--- src/sw_pkg.sv ---
package sw_pkg;

  ////////////////////////////////////////////////////////////
  // Timing. Sized for simulation, raise for a board build.
  ////////////////////////////////////////////////////////////

  localparam int DEBOUNCE_CYCLES   = 8;
  localparam int DEB_W             = 4;
  localparam int CLK_PER_HUNDREDTH = 16;
  localparam int PRESC_W           = 5;
  localparam int SCAN_CYCLES       = 4;
  localparam int SCAN_W            = 2;
  localparam int NUM_DIGITS        = 4;

  ////////////////////////////////////////////////////////////
  // Types.
  ////////////////////////////////////////////////////////////

  typedef logic [3:0] bcd_t;

  typedef enum logic [2:0] {
    RUN_STATE    = 3'd0,
    CHANGE_TEN   = 3'd1,
    CHANGE_SEC   = 3'd2,
    CHANGE_TENTH = 3'd3,
    CHANGE_HUND  = 3'd4
  } setter_state_e;

  // Segments gfedcba, active high; non-BCD codes blank.
  function automatic logic [6:0] seg_of(input bcd_t d);
    case (d)
      4'd0:    return 7'b0111111;
      4'd1:    return 7'b0000110;
      4'd2:    return 7'b1011011;
      4'd3:    return 7'b1001111;
      4'd4:    return 7'b1100110;
      4'd5:    return 7'b1101101;
      4'd6:    return 7'b1111101;
      4'd7:    return 7'b0000111;
      4'd8:    return 7'b1111111;
      4'd9:    return 7'b1101111;
      default: return 7'b0000000;
    endcase
  endfunction

endpackage

--- src/button_conditioner.sv ---
module button_conditioner (
  input  logic clk_i,
  input  logic rstn_i,
  input  logic btn_start_i,
  input  logic btn_set_i,
  input  logic btn_change_i,
  output logic start_press_o,
  output logic set_press_o,
  output logic change_press_o
);
  import sw_pkg::*;

  logic [2:0] btn_raw;
  logic [2:0] press;

  assign btn_raw = {btn_change_i, btn_set_i, btn_start_i};

  // One channel per button: sync, debounce, rising edge.
  for (genvar ch = 0; ch < 3; ch++)
  begin : g_chan
    logic             sync1_q;
    logic             sync2_q;
    logic             level_q;
    logic             level_d_q;
    logic             press_q;
    logic [DEB_W-1:0] cnt_q;

    always_ff @(posedge clk_i or negedge rstn_i)
    begin
      if (!rstn_i)
      begin
        sync1_q   <= 1'b0;
        sync2_q   <= 1'b0;
        level_q   <= 1'b0;
        level_d_q <= 1'b0;
        press_q   <= 1'b0;
        cnt_q     <= '0;
      end
      else
      begin
        sync1_q   <= btn_raw[ch];
        sync2_q   <= sync1_q;
        level_d_q <= level_q;
        press_q   <= level_q & ~level_d_q;
        // Any return to the accepted level restarts the count.
        if (sync2_q == level_q)
          cnt_q <= '0;
        else if (cnt_q == DEB_W'(DEBOUNCE_CYCLES - 1))
        begin
          level_q <= sync2_q;
          cnt_q   <= '0;
        end
        else
          cnt_q <= cnt_q + 1'b1;
      end
    end

    assign press[ch] = press_q;
  end

  assign start_press_o  = press[0];
  assign set_press_o    = press[1];
  assign change_press_o = press[2];

endmodule

--- src/time_counter.sv ---
module time_counter (
  input  logic        clk_i,
  input  logic        rstn_i,
  input  logic        start_press_i,
  input  logic        edit_i,
  input  logic        load_i,
  input  sw_pkg::bcd_t load_hund_i,
  input  sw_pkg::bcd_t load_tenth_i,
  input  sw_pkg::bcd_t load_sec_i,
  input  sw_pkg::bcd_t load_ten_i,
  output logic        run_o,
  output sw_pkg::bcd_t hund_o,
  output sw_pkg::bcd_t tenth_o,
  output sw_pkg::bcd_t sec_o,
  output sw_pkg::bcd_t ten_o
);
  import sw_pkg::*;

  logic               run_q;
  logic [PRESC_W-1:0] presc_q;
  logic               tick_q;
  bcd_t               hund_q;
  bcd_t               tenth_q;
  bcd_t               sec_q;
  bcd_t               ten_q;

  ////////////////////////////////////////////////////////////
  // Run flag and hundredth prescaler.
  ////////////////////////////////////////////////////////////

  always_ff @(posedge clk_i or negedge rstn_i)
  begin
    if (!rstn_i)
    begin
      run_q   <= 1'b0;
      presc_q <= '0;
      tick_q  <= 1'b0;
    end
    else
    begin
      // Start is ignored while editing.
      if (start_press_i && !edit_i)
        run_q <= ~run_q;
      tick_q <= 1'b0;
      if (!run_q)
        presc_q <= '0;
      else if (presc_q == PRESC_W'(CLK_PER_HUNDREDTH - 1))
      begin
        presc_q <= '0;
        tick_q  <= 1'b1;
      end
      else
        presc_q <= presc_q + 1'b1;
    end
  end

  ////////////////////////////////////////////////////////////
  // BCD carry chain.
  ////////////////////////////////////////////////////////////

  always_ff @(posedge clk_i or negedge rstn_i)
  begin
    if (!rstn_i)
    begin
      hund_q  <= '0;
      tenth_q <= '0;
      sec_q   <= '0;
      ten_q   <= '0;
    end
    else if (load_i)
    begin
      hund_q  <= load_hund_i;
      tenth_q <= load_tenth_i;
      sec_q   <= load_sec_i;
      ten_q   <= load_ten_i;
    end
    else if (tick_q)
    begin
      if (hund_q != 4'd9)
        hund_q <= hund_q + 4'd1;
      else
      begin
        hund_q <= '0;
        if (tenth_q != 4'd9)
          tenth_q <= tenth_q + 4'd1;
        else
        begin
          tenth_q <= '0;
          if (sec_q != 4'd9)
            sec_q <= sec_q + 4'd1;
          else
          begin
            sec_q <= '0;
            // 99.99 rolls to 00.00.
            ten_q <= (ten_q == 4'd9) ? 4'd0 : ten_q + 4'd1;
          end
        end
      end
    end
  end

  assign run_o   = run_q;
  assign hund_o  = hund_q;
  assign tenth_o = tenth_q;
  assign sec_o   = sec_q;
  assign ten_o   = ten_q;

endmodule

--- src/stopwatch_setter.sv ---
module stopwatch_setter (
  input  logic         clk_i,
  input  logic         rstn_i,
  input  logic         run_i,
  input  logic         set_press_i,
  input  logic         change_press_i,
  input  sw_pkg::bcd_t hund_i,
  input  sw_pkg::bcd_t tenth_i,
  input  sw_pkg::bcd_t sec_i,
  input  sw_pkg::bcd_t ten_i,
  output logic         edit_o,
  output logic         load_o,
  output sw_pkg::bcd_t edit_hund_o,
  output sw_pkg::bcd_t edit_tenth_o,
  output sw_pkg::bcd_t edit_sec_o,
  output sw_pkg::bcd_t edit_ten_o
);
  import sw_pkg::*;

  setter_state_e state_q;
  setter_state_e state_d;
  logic          load_q;
  bcd_t          hund_q;
  bcd_t          tenth_q;
  bcd_t          sec_q;
  bcd_t          ten_q;

  function automatic bcd_t step(input bcd_t d);
    return (d == 4'd9) ? 4'd0 : d + 4'd1;
  endfunction

  // Tens first, then down to hundredths.
  always_comb
  begin
    state_d = state_q;
    case (state_q)
      RUN_STATE:    if (set_press_i && !run_i) state_d = CHANGE_TEN;
      CHANGE_TEN:   if (set_press_i) state_d = CHANGE_SEC;
      CHANGE_SEC:   if (set_press_i) state_d = CHANGE_TENTH;
      CHANGE_TENTH: if (set_press_i) state_d = CHANGE_HUND;
      CHANGE_HUND:  if (set_press_i) state_d = RUN_STATE;
      default:      state_d = RUN_STATE;
    endcase
  end

  always_ff @(posedge clk_i or negedge rstn_i)
  begin
    if (!rstn_i)
    begin
      state_q <= RUN_STATE;
      load_q  <= 1'b0;
      hund_q  <= '0;
      tenth_q <= '0;
      sec_q   <= '0;
      ten_q   <= '0;
    end
    else
    begin
      state_q <= state_d;
      load_q  <= (state_q == CHANGE_HUND) && set_press_i;
      case (state_q)
        RUN_STATE:
          // Snapshot so the edit starts from the shown time.
          if (set_press_i && !run_i)
          begin
            hund_q  <= hund_i;
            tenth_q <= tenth_i;
            sec_q   <= sec_i;
            ten_q   <= ten_i;
          end
        CHANGE_TEN:   if (change_press_i && !set_press_i) ten_q   <= step(ten_q);
        CHANGE_SEC:   if (change_press_i && !set_press_i) sec_q   <= step(sec_q);
        CHANGE_TENTH: if (change_press_i && !set_press_i) tenth_q <= step(tenth_q);
        CHANGE_HUND:  if (change_press_i && !set_press_i) hund_q  <= step(hund_q);
        default:      ;
      endcase
    end
  end

  assign edit_o       = (state_q != RUN_STATE);
  assign load_o       = load_q;
  assign edit_hund_o  = hund_q;
  assign edit_tenth_o = tenth_q;
  assign edit_sec_o   = sec_q;
  assign edit_ten_o   = ten_q;

endmodule

--- src/seg_scan.sv ---
module seg_scan (
  input  logic                          clk_i,
  input  logic                          rstn_i,
  input  logic                          edit_i,
  input  sw_pkg::bcd_t                  hund_i,
  input  sw_pkg::bcd_t                  tenth_i,
  input  sw_pkg::bcd_t                  sec_i,
  input  sw_pkg::bcd_t                  ten_i,
  input  sw_pkg::bcd_t                  edit_hund_i,
  input  sw_pkg::bcd_t                  edit_tenth_i,
  input  sw_pkg::bcd_t                  edit_sec_i,
  input  sw_pkg::bcd_t                  edit_ten_i,
  output logic [sw_pkg::NUM_DIGITS-1:0] anode_o,
  output logic [6:0]                    seg_o,
  output logic                          dp_o
);
  import sw_pkg::*;

  localparam int IDX_W = $clog2(NUM_DIGITS);

  logic [SCAN_W-1:0] scan_q;
  logic [IDX_W-1:0]  idx_q;
  bcd_t              digit;

  // Index 0 is hund, 3 is ten.
  always_comb
  begin
    case (idx_q)
      2'd0:    digit = edit_i ? edit_hund_i  : hund_i;
      2'd1:    digit = edit_i ? edit_tenth_i : tenth_i;
      2'd2:    digit = edit_i ? edit_sec_i   : sec_i;
      default: digit = edit_i ? edit_ten_i   : ten_i;
    endcase
  end

  always_ff @(posedge clk_i or negedge rstn_i)
  begin
    if (!rstn_i)
    begin
      scan_q  <= '0;
      idx_q   <= '0;
      anode_o <= NUM_DIGITS'(1);
      seg_o   <= seg_of('0);
      dp_o    <= 1'b0;
    end
    else
    begin
      if (scan_q == SCAN_W'(SCAN_CYCLES - 1))
      begin
        scan_q <= '0;
        idx_q  <= idx_q + 1'b1;
      end
      else
        scan_q <= scan_q + 1'b1;
      anode_o <= NUM_DIGITS'(1) << idx_q;
      seg_o   <= seg_of(digit);
      dp_o    <= (idx_q == IDX_W'(2));
    end
  end

endmodule

--- src/stopwatch_top.sv ---
module stopwatch_top (
  input  logic                          clk_i,
  input  logic                          rstn_i,
  input  logic                          btn_start_i,
  input  logic                          btn_set_i,
  input  logic                          btn_change_i,
  output logic [sw_pkg::NUM_DIGITS-1:0] anode_o,
  output logic [6:0]                    seg_o,
  output logic                          dp_o,
  output logic                          run_o,
  output logic                          edit_o
);
  import sw_pkg::*;

  logic start_press;
  logic set_press;
  logic change_press;
  logic load;
  bcd_t hund;
  bcd_t tenth;
  bcd_t sec;
  bcd_t ten;
  bcd_t edit_hund;
  bcd_t edit_tenth;
  bcd_t edit_sec;
  bcd_t edit_ten;

  button_conditioner u_button_conditioner (
    .clk_i          (clk_i),
    .rstn_i         (rstn_i),
    .btn_start_i    (btn_start_i),
    .btn_set_i      (btn_set_i),
    .btn_change_i   (btn_change_i),
    .start_press_o  (start_press),
    .set_press_o    (set_press),
    .change_press_o (change_press)
  );

  time_counter u_time_counter (
    .clk_i         (clk_i),
    .rstn_i        (rstn_i),
    .start_press_i (start_press),
    .edit_i        (edit_o),
    .load_i        (load),
    .load_hund_i   (edit_hund),
    .load_tenth_i  (edit_tenth),
    .load_sec_i    (edit_sec),
    .load_ten_i    (edit_ten),
    .run_o         (run_o),
    .hund_o        (hund),
    .tenth_o       (tenth),
    .sec_o         (sec),
    .ten_o         (ten)
  );

  stopwatch_setter u_stopwatch_setter (
    .clk_i          (clk_i),
    .rstn_i         (rstn_i),
    .run_i          (run_o),
    .set_press_i    (set_press),
    .change_press_i (change_press),
    .hund_i         (hund),
    .tenth_i        (tenth),
    .sec_i          (sec),
    .ten_i          (ten),
    .edit_o         (edit_o),
    .load_o         (load),
    .edit_hund_o    (edit_hund),
    .edit_tenth_o   (edit_tenth),
    .edit_sec_o     (edit_sec),
    .edit_ten_o     (edit_ten)
  );

  seg_scan u_seg_scan (
    .clk_i        (clk_i),
    .rstn_i       (rstn_i),
    .edit_i       (edit_o),
    .hund_i       (hund),
    .tenth_i      (tenth),
    .sec_i        (sec),
    .ten_i        (ten),
    .edit_hund_i  (edit_hund),
    .edit_tenth_i (edit_tenth),
    .edit_sec_i   (edit_sec),
    .edit_ten_i   (edit_ten),
    .anode_o      (anode_o),
    .seg_o        (seg_o),
    .dp_o         (dp_o)
  );

endmodule

--- config.mk ---
export PLATFORM = sky130hd
export DESIGN_NAME = stopwatch_top
export DESIGN_NICKNAME = d
export VERILOG_FILES = /design/src/sw_pkg.sv /design/src/button_conditioner.sv /design/src/time_counter.sv /design/src/stopwatch_setter.sv /design/src/seg_scan.sv /design/src/stopwatch_top.sv
export SDC_FILE = /design/constraint.sdc
export NUM_CORES = 1
export LEC_CHECK = 0
export BUFFER_PORTS_ARGS = -buffer_cell sky130_fd_sc_hd__buf_2
export CORE_ASPECT_RATIO = 1.75
export CORE_MARGIN = 2
export CORE_UTILIZATION = 40
export CTS_CLUSTER_SIZE = 14
export DETAILED_ROUTE_END_ITERATION = 7
export MAX_ROUTING_LAYER = met4
export SYNTH_ARGS = -nofsm -noshare
export SYNTH_HDL_FRONTEND = slang
export SYNTH_SLANG_ARGS = --single-unit
--- constraint.sdc ---
create_clock -name clk_i -period 3.15 [get_ports clk_i]
set_input_delay 0.4725 -clock clk_i [delete_from_list [all_inputs] [get_ports clk_i]]
set_output_delay 0.4725 -clock clk_i [all_outputs]
set_load 0.005 [all_outputs]
# --- Yosys cells after proc, flatten, opt, wreduce, memory -nomap -nowiden ---
# Memory sizes are Yosys's and may differ from the RTL's. A register that Yosys moved wholly into a read port is not among the register bits.
# Index checks and enable logic that the tools add are counted.
word_totals:
  register_bits: 79
  latchBits: 0
  ram_bits: 0
  mem_bits_ro: 112
  input_bits: 5
  output_inout_bits: 14
  wordCells: 178
  mem_count: 1
memory_table:
  columns: ["name", "depth", "width", "read_ports", "rd_clocked_by_memory_dff", "write_ports", "line", "rtl"]
  rows:
  - ["(no name shown)", 16, 7, 1, 1, 0, "sw_pkg.sv:31", "case (d)"]
op_classes:
  add_sub_neg: 14
  mul: 0
  div: 0
  magnitude_cmp: 0
  eq_ne: 34
  n_shift: 1
  n_mux: 56
  bitwise_logic: 10
  reduce_logical: 27
op_table:
  columns: ["operator", "count"]
  rows:
  - ["two-way mux 4 bit", 40]
  - ["adder 4 x 1 -> 4 bit, second input constant", 11]
  - ["one-hot mux 4 bit (2 select lines)", 4]
  - ["equality test 4 bit, second input constant", 5]
  - ["two-way mux 3 bit", 5]
  - ["one-hot mux 3 bit (5 select lines)", 1]
  - ["AND reduction 3 bit", 5]
  - ["inequality test 2 x 1 -> 1 bit, second input constant", 7]
  - ["equality test 4 x 3 -> 1 bit, second input constant", 3]
  - ["inequality test 4 bit, second input constant", 3]
  - ["one-hot mux 4 bit (3 select lines)", 1]
  - ["two-way mux 5 bit", 2]
  - ["inequality test 2 bit, second input constant", 5]
  - ["nonzero test 2 bit", 5]
  - ["AND reduction 2 bit", 4]
  - ["NOT 1 bit", 7]
  - ["equality test 3 x 2 -> 1 bit, second input constant", 2]
  - ["adder 5 x 1 -> 5 bit, second input constant", 1]
  - ["equality test 5 x 4 -> 1 bit, second input constant", 1]
  - ["AND reduction 5 bit", 1]
  - ["adder 2 x 1 -> 2 bit, second input constant", 2]
  - ["equality test 2 bit, second input constant", 2]
  - ["logical AND 1 bit", 4]
  - ["logical NOT 1 bit", 4]
  - ["other kinds (12)", 17]

# --- Longest topological paths before layout ---
logic_depth:
  word_depth: 7
  ltp_mapped: 11

# --- By module ---
# Synthesis repeated with hierarchy kept, for this count alone.
unflattened:
  hier_cells: 441
  area_unflattened_um2: 4509.3
modules_own_cells:
  columns: ["module", "n_inst", "cells_per_inst", "area_each_um2"]
  rows:
  - ["stopwatch_setter", 1, 149, 1305.0]
  - ["time_counter", 1, 132, 1275.0]
  - ["seg_scan", 1, 91, 968.4]
  - ["button_conditioner", 1, 69, 960.9]

# --- Worst setup path before layout ---
# No wires, ideal clock.
synth_path:
  kind: "reg-to-reg"
  startpoint: "register u_seg_scan.idx_q[0]"
  endpoint: "register u_seg_scan.seg_o[6]"
  setup_time_ns: 0.074
  arrival_ns: 2.258
  path_slack_ns: 0.818
  path_stages_with_launch: 11
  path_buffers: 1
  period_less_slack_ns: 2.332
  path_cell_list: "dfrtp_1 -> inv_1 -> ha_1 -> buf_1 -> a222oi_1 -> a211oi_1 -> a31oi_1 -> inv_1 -> ha_1 -> mux2_4 -> o21ai_2"
synth_via:
  elab_chain_len: 2
synth_lines:
  columns: ["item", "line", "rtl"]
  rows:
  - ["start: declaration", "seg_scan.sv:22", "logic [IDX_W-1:0] idx_q;"]
  - ["start signal: assignment", "seg_scan.sv:51", "idx_q <= idx_q + 1'b1;"]
  - ["equality test 2 bit, or another cell as far along", "seg_scan.sv:28", "case (idx_q)"]
  - ["one-hot mux 4 bit (3 select lines) (*)", "seg_scan.sv:28", null]
  - ["end: declaration", "seg_scan.sv:14", "output logic [6:0] seg_o,"]
# Every way passes the cells marked *; elsewhere a longest branch is shown, timed or not.
# A chain may end at the register's enable or synchronous reset.

# --- Worst setup path after layout ---
layout_path:
  startpoint: "register u_seg_scan.idx_q[1]"
  endpoint: "register u_seg_scan.seg_o[6]"
# Same word-level chain as after synthesis.

==> results.cfg <==
[run_status]
status = complete, no violations

[clock_tree]
cts_tree = yes
cts_root_buf = clkbuf_16
holdBufCountCts = 0
post_cts_buffers = 0
cts.path.max_buffers = 2
h-tree-depth = 3
clkSinkCount = 85
numCtsBuffers = 9
clkTransAtPathRegs_ns = 0.07
worstSkewPairLatency_ns = 0.34
post_cts_resized = 0

[pwr]
leakagePower_uw = 0.00211
powerDensity_nw_per_um2 = 742
total_power_uw = 3560
ir_drop_mv = 0.379

[yosys]
yosysTopAreaCellShare_pct = 45.1
synth_top_area_cell = dfrtp_1
synth_common_cells = dfrtp_1, o21ai_0, nand2_1
syn_inst = 435
yosysMostFrequentCell = dfrtp_1
synth_edf_count = 0
ys_types = 49
yosys_most_used_dff = dfrtp_1
synth-async-reset-ratio_pct = 100
ys_seq_elements = 85
yosysWarnings = 0
syn-cell-area_um2 = 4330
syn_area_per_cell_um2 = 9.95
yosysSeqAreaShare_pct = 49.3
syn-num-nets = 455
ys_top_cells_by_area = dfrtp_1, o21ai_0, ha_1, dfstp_2, mux2i_1

[drt]
drt_iter0_drc = 234
viasPerCell = 5.55
first_pass_iters = 4
drtAntennaViolNets = 0
vias = 3193
totalWireLength_um = 9160
wire_per_inst_um = 15.9
drc_errors = 0

[final_layout]
syn_to_final_growth_pct = 11.0
nFillCells = 1014
layout.nets = 460
n_antenna_cell = 0
drive_gt1_share_pct = 13.0

[worst_hold_path]
hold_start = btn_set_i
min_path_type = input pin to flop
hold_depth = 1
min_to = u_button_conditioner.g_chan[1].sync1_q

[worst_setup_path]
cp-start-kind = flop
worstRegToRegCells = 9
timing.rr.end = u_seg_scan.seg_o[6]
worstReg2RegStart = u_seg_scan.idx_q[1]
cp.arrival_ns = 2.95
critPathMaxFanout = 9
crit_path_start = u_seg_scan.idx_q[1]
worstPathRequired_ns = 3.42
cp-end-kind = flop
rrSetupSlack_ns = 0.46
critical_path_class = flop to flop

[placed_design]
place.gp.congestion = 0.958
post-dp-hpwl_um = 6570
pre_cts_slack_ns = 0.559
io_buffers = 18

[grt]
antenna_found_initial = 0
track_usage_pct = 17.6
grt_max_degree = 86
gr-total-overflow = 0
grt_pass1_vias = 3134
grt_pass1_wl_um = 15100

[sta]
period_share_pct = 85.3
tightest_slew_ns = 1.06
final_max_slew_viol_count = 0
hold_violations = 0
period_minus_slack_ns = 2.69
clock_skew_ns = 0.00934
finalSetupViolations = 0
worst_slew_margin_rel_pct = 29.5
setup_tns_ns = 0
grt_setup_unrepaired = no
setup_slack_ns = 0.462
fmax_mhz = 372

[floorplanning]
num_rows = 50
initial_utilization_pct = 40.7
die_x_um = 82.6
die_y_um = 142
io_pins = 19
die-area_um2 = 11700
core_area_um2 = 10600

[run]
cap_viol_max_count = 0
## kinds of logic after synthesis
kind of cell / after synthesis / share of synthesized area (%)
mux: 24 / 6.01
fa+ha+maj: 15 / 4.34
compound gates: 111 / 15.6
flops: 85 / 49.3
simple gates: 138 / 16.2
xor+xnor: 22 / 4.45
buf+inv: 40 / 4.08
## state kept, by name, summed over array words and instances (netlist names), 2 cells and up
name and cells:
u_button_conditioner.g_chan.cnt_q 12, u_button_conditioner.g_chan.level_d_q 3, u_button_conditioner.g_chan.level_q 3, u_button_conditioner.g_chan.sync1_q 3, u_button_conditioner.g_chan.sync2_q 3, u_seg_scan.anode_o 3
u_seg_scan.idx_q 2, u_seg_scan.scan_q 2, u_seg_scan.seg_o 7, u_stopwatch_setter.edit_hund_o 4, u_stopwatch_setter.edit_sec_o 4, u_stopwatch_setter.edit_ten_o 4
u_stopwatch_setter.edit_tenth_o 4, u_stopwatch_setter.state_q 3, u_time_counter.hund_o 4, u_time_counter.presc_q 5, u_time_counter.sec_o 4, u_time_counter.ten_o 4
u_time_counter.tenth_o 4
## critical path, stage by stage, from the launching register on
cell and delay, ns:
dfrtp_1 0.40, inv_1 0.09, ha_1 0.29, a222oi_1 0.44, nand2_1 0.11, a31oi_1 0.52
inv_1 0.15, ha_1 0.25, mux2_4 0.27, o21ai_2 0.10
## cell usage in the layout, fill, tap and decap left out, types with 3 or more instances in the layout
master,instances
nor2b_1,16
o21ai_0,41
a211oi_1,3
mux2i_1,16
a21oi_1,30
nand3_1,16
o21ai_2,3
xor2_1,5
ha_1,15
nor2_1,31
clkbuf_16,9
a222oi_1,6
nand2_1,37
a22oi_1,3
dfstp_2,7
dfrtp_1,78
mux2_2,5
nor3_1,13
buf_2,17
and2_1,3
nor4b_1,4
a31oi_1,7
a21o_1,3
xnor2_1,17
nand2b_1,8
inv_1,15
## worst max-delay path by stage
| stage | end | slack (ns) |
|---|---|---|
| 2_1_floorplan | u_seg_scan.seg_o[6] | 0.82 |
| 3_3_place_gp | u_seg_scan.seg_o[6] | 0.73 |
| 3_5_place_dp | u_seg_scan.seg_o[6] | 0.56 |
| 4_1_cts | u_seg_scan.seg_o[6] | 0.53 |
| 5_1_grt | u_seg_scan.seg_o[6] | 0.39 |
| 6_report | u_seg_scan.seg_o[6] | 0.46 |
## routing by layer
layer | share of wire (%) | vias to the layer above | track usage, %
met1 | 38 | 1587 | 17.9
met2 | 55 | 53 | 31.2
met5 | 0 | - | -
met3 | 3.0 | 19 | 2.99
met4 | 3.6 | 0 | 8.97
li1 | - | 1534 | -
## power by group
group | total (uW) | leakage (uW) | internal (uW) | switching (uW)
Combinational | 820 | 0.000826 | 386 | 434
Clock | 1160 | 0.000166 | 739 | 424
Sequential | 1580 | 0.00111 | 1330 | 254
Total | 3560 | 0.00211 | 2450 | 1110
## per-stage QoR
step	utilization, %	cells	instance area [um^2]	hold slack, ns
6_report	45.2	575	4810	0.244
5_1_grt	45.2	575	4810	0.233
4_1_cts	45.2	575	4810	0.233
3_5_place_dp	42.0	559	4470	0.336
3_3_place_gp	42.0	559	4470	0.334
2_1_floorplan	-	435	4330	0.177
## final cells by class
type / count / area [um^2] / share of cell area [%]
sequential: 85 / 2140 / 44.4
multi-input combinational: 310 / 2020 / 41.9
clock buffer: 11 / 253 / 5.26
tap: 130 / 163 / 3.38
timing repair buffer: 19 / 100 / 2.08
clock inverter: 5 / 82.6 / 1.72
inverter: 15 / 56.3 / 1.17
No activity file was read; power rests on OpenSTA's default activity.
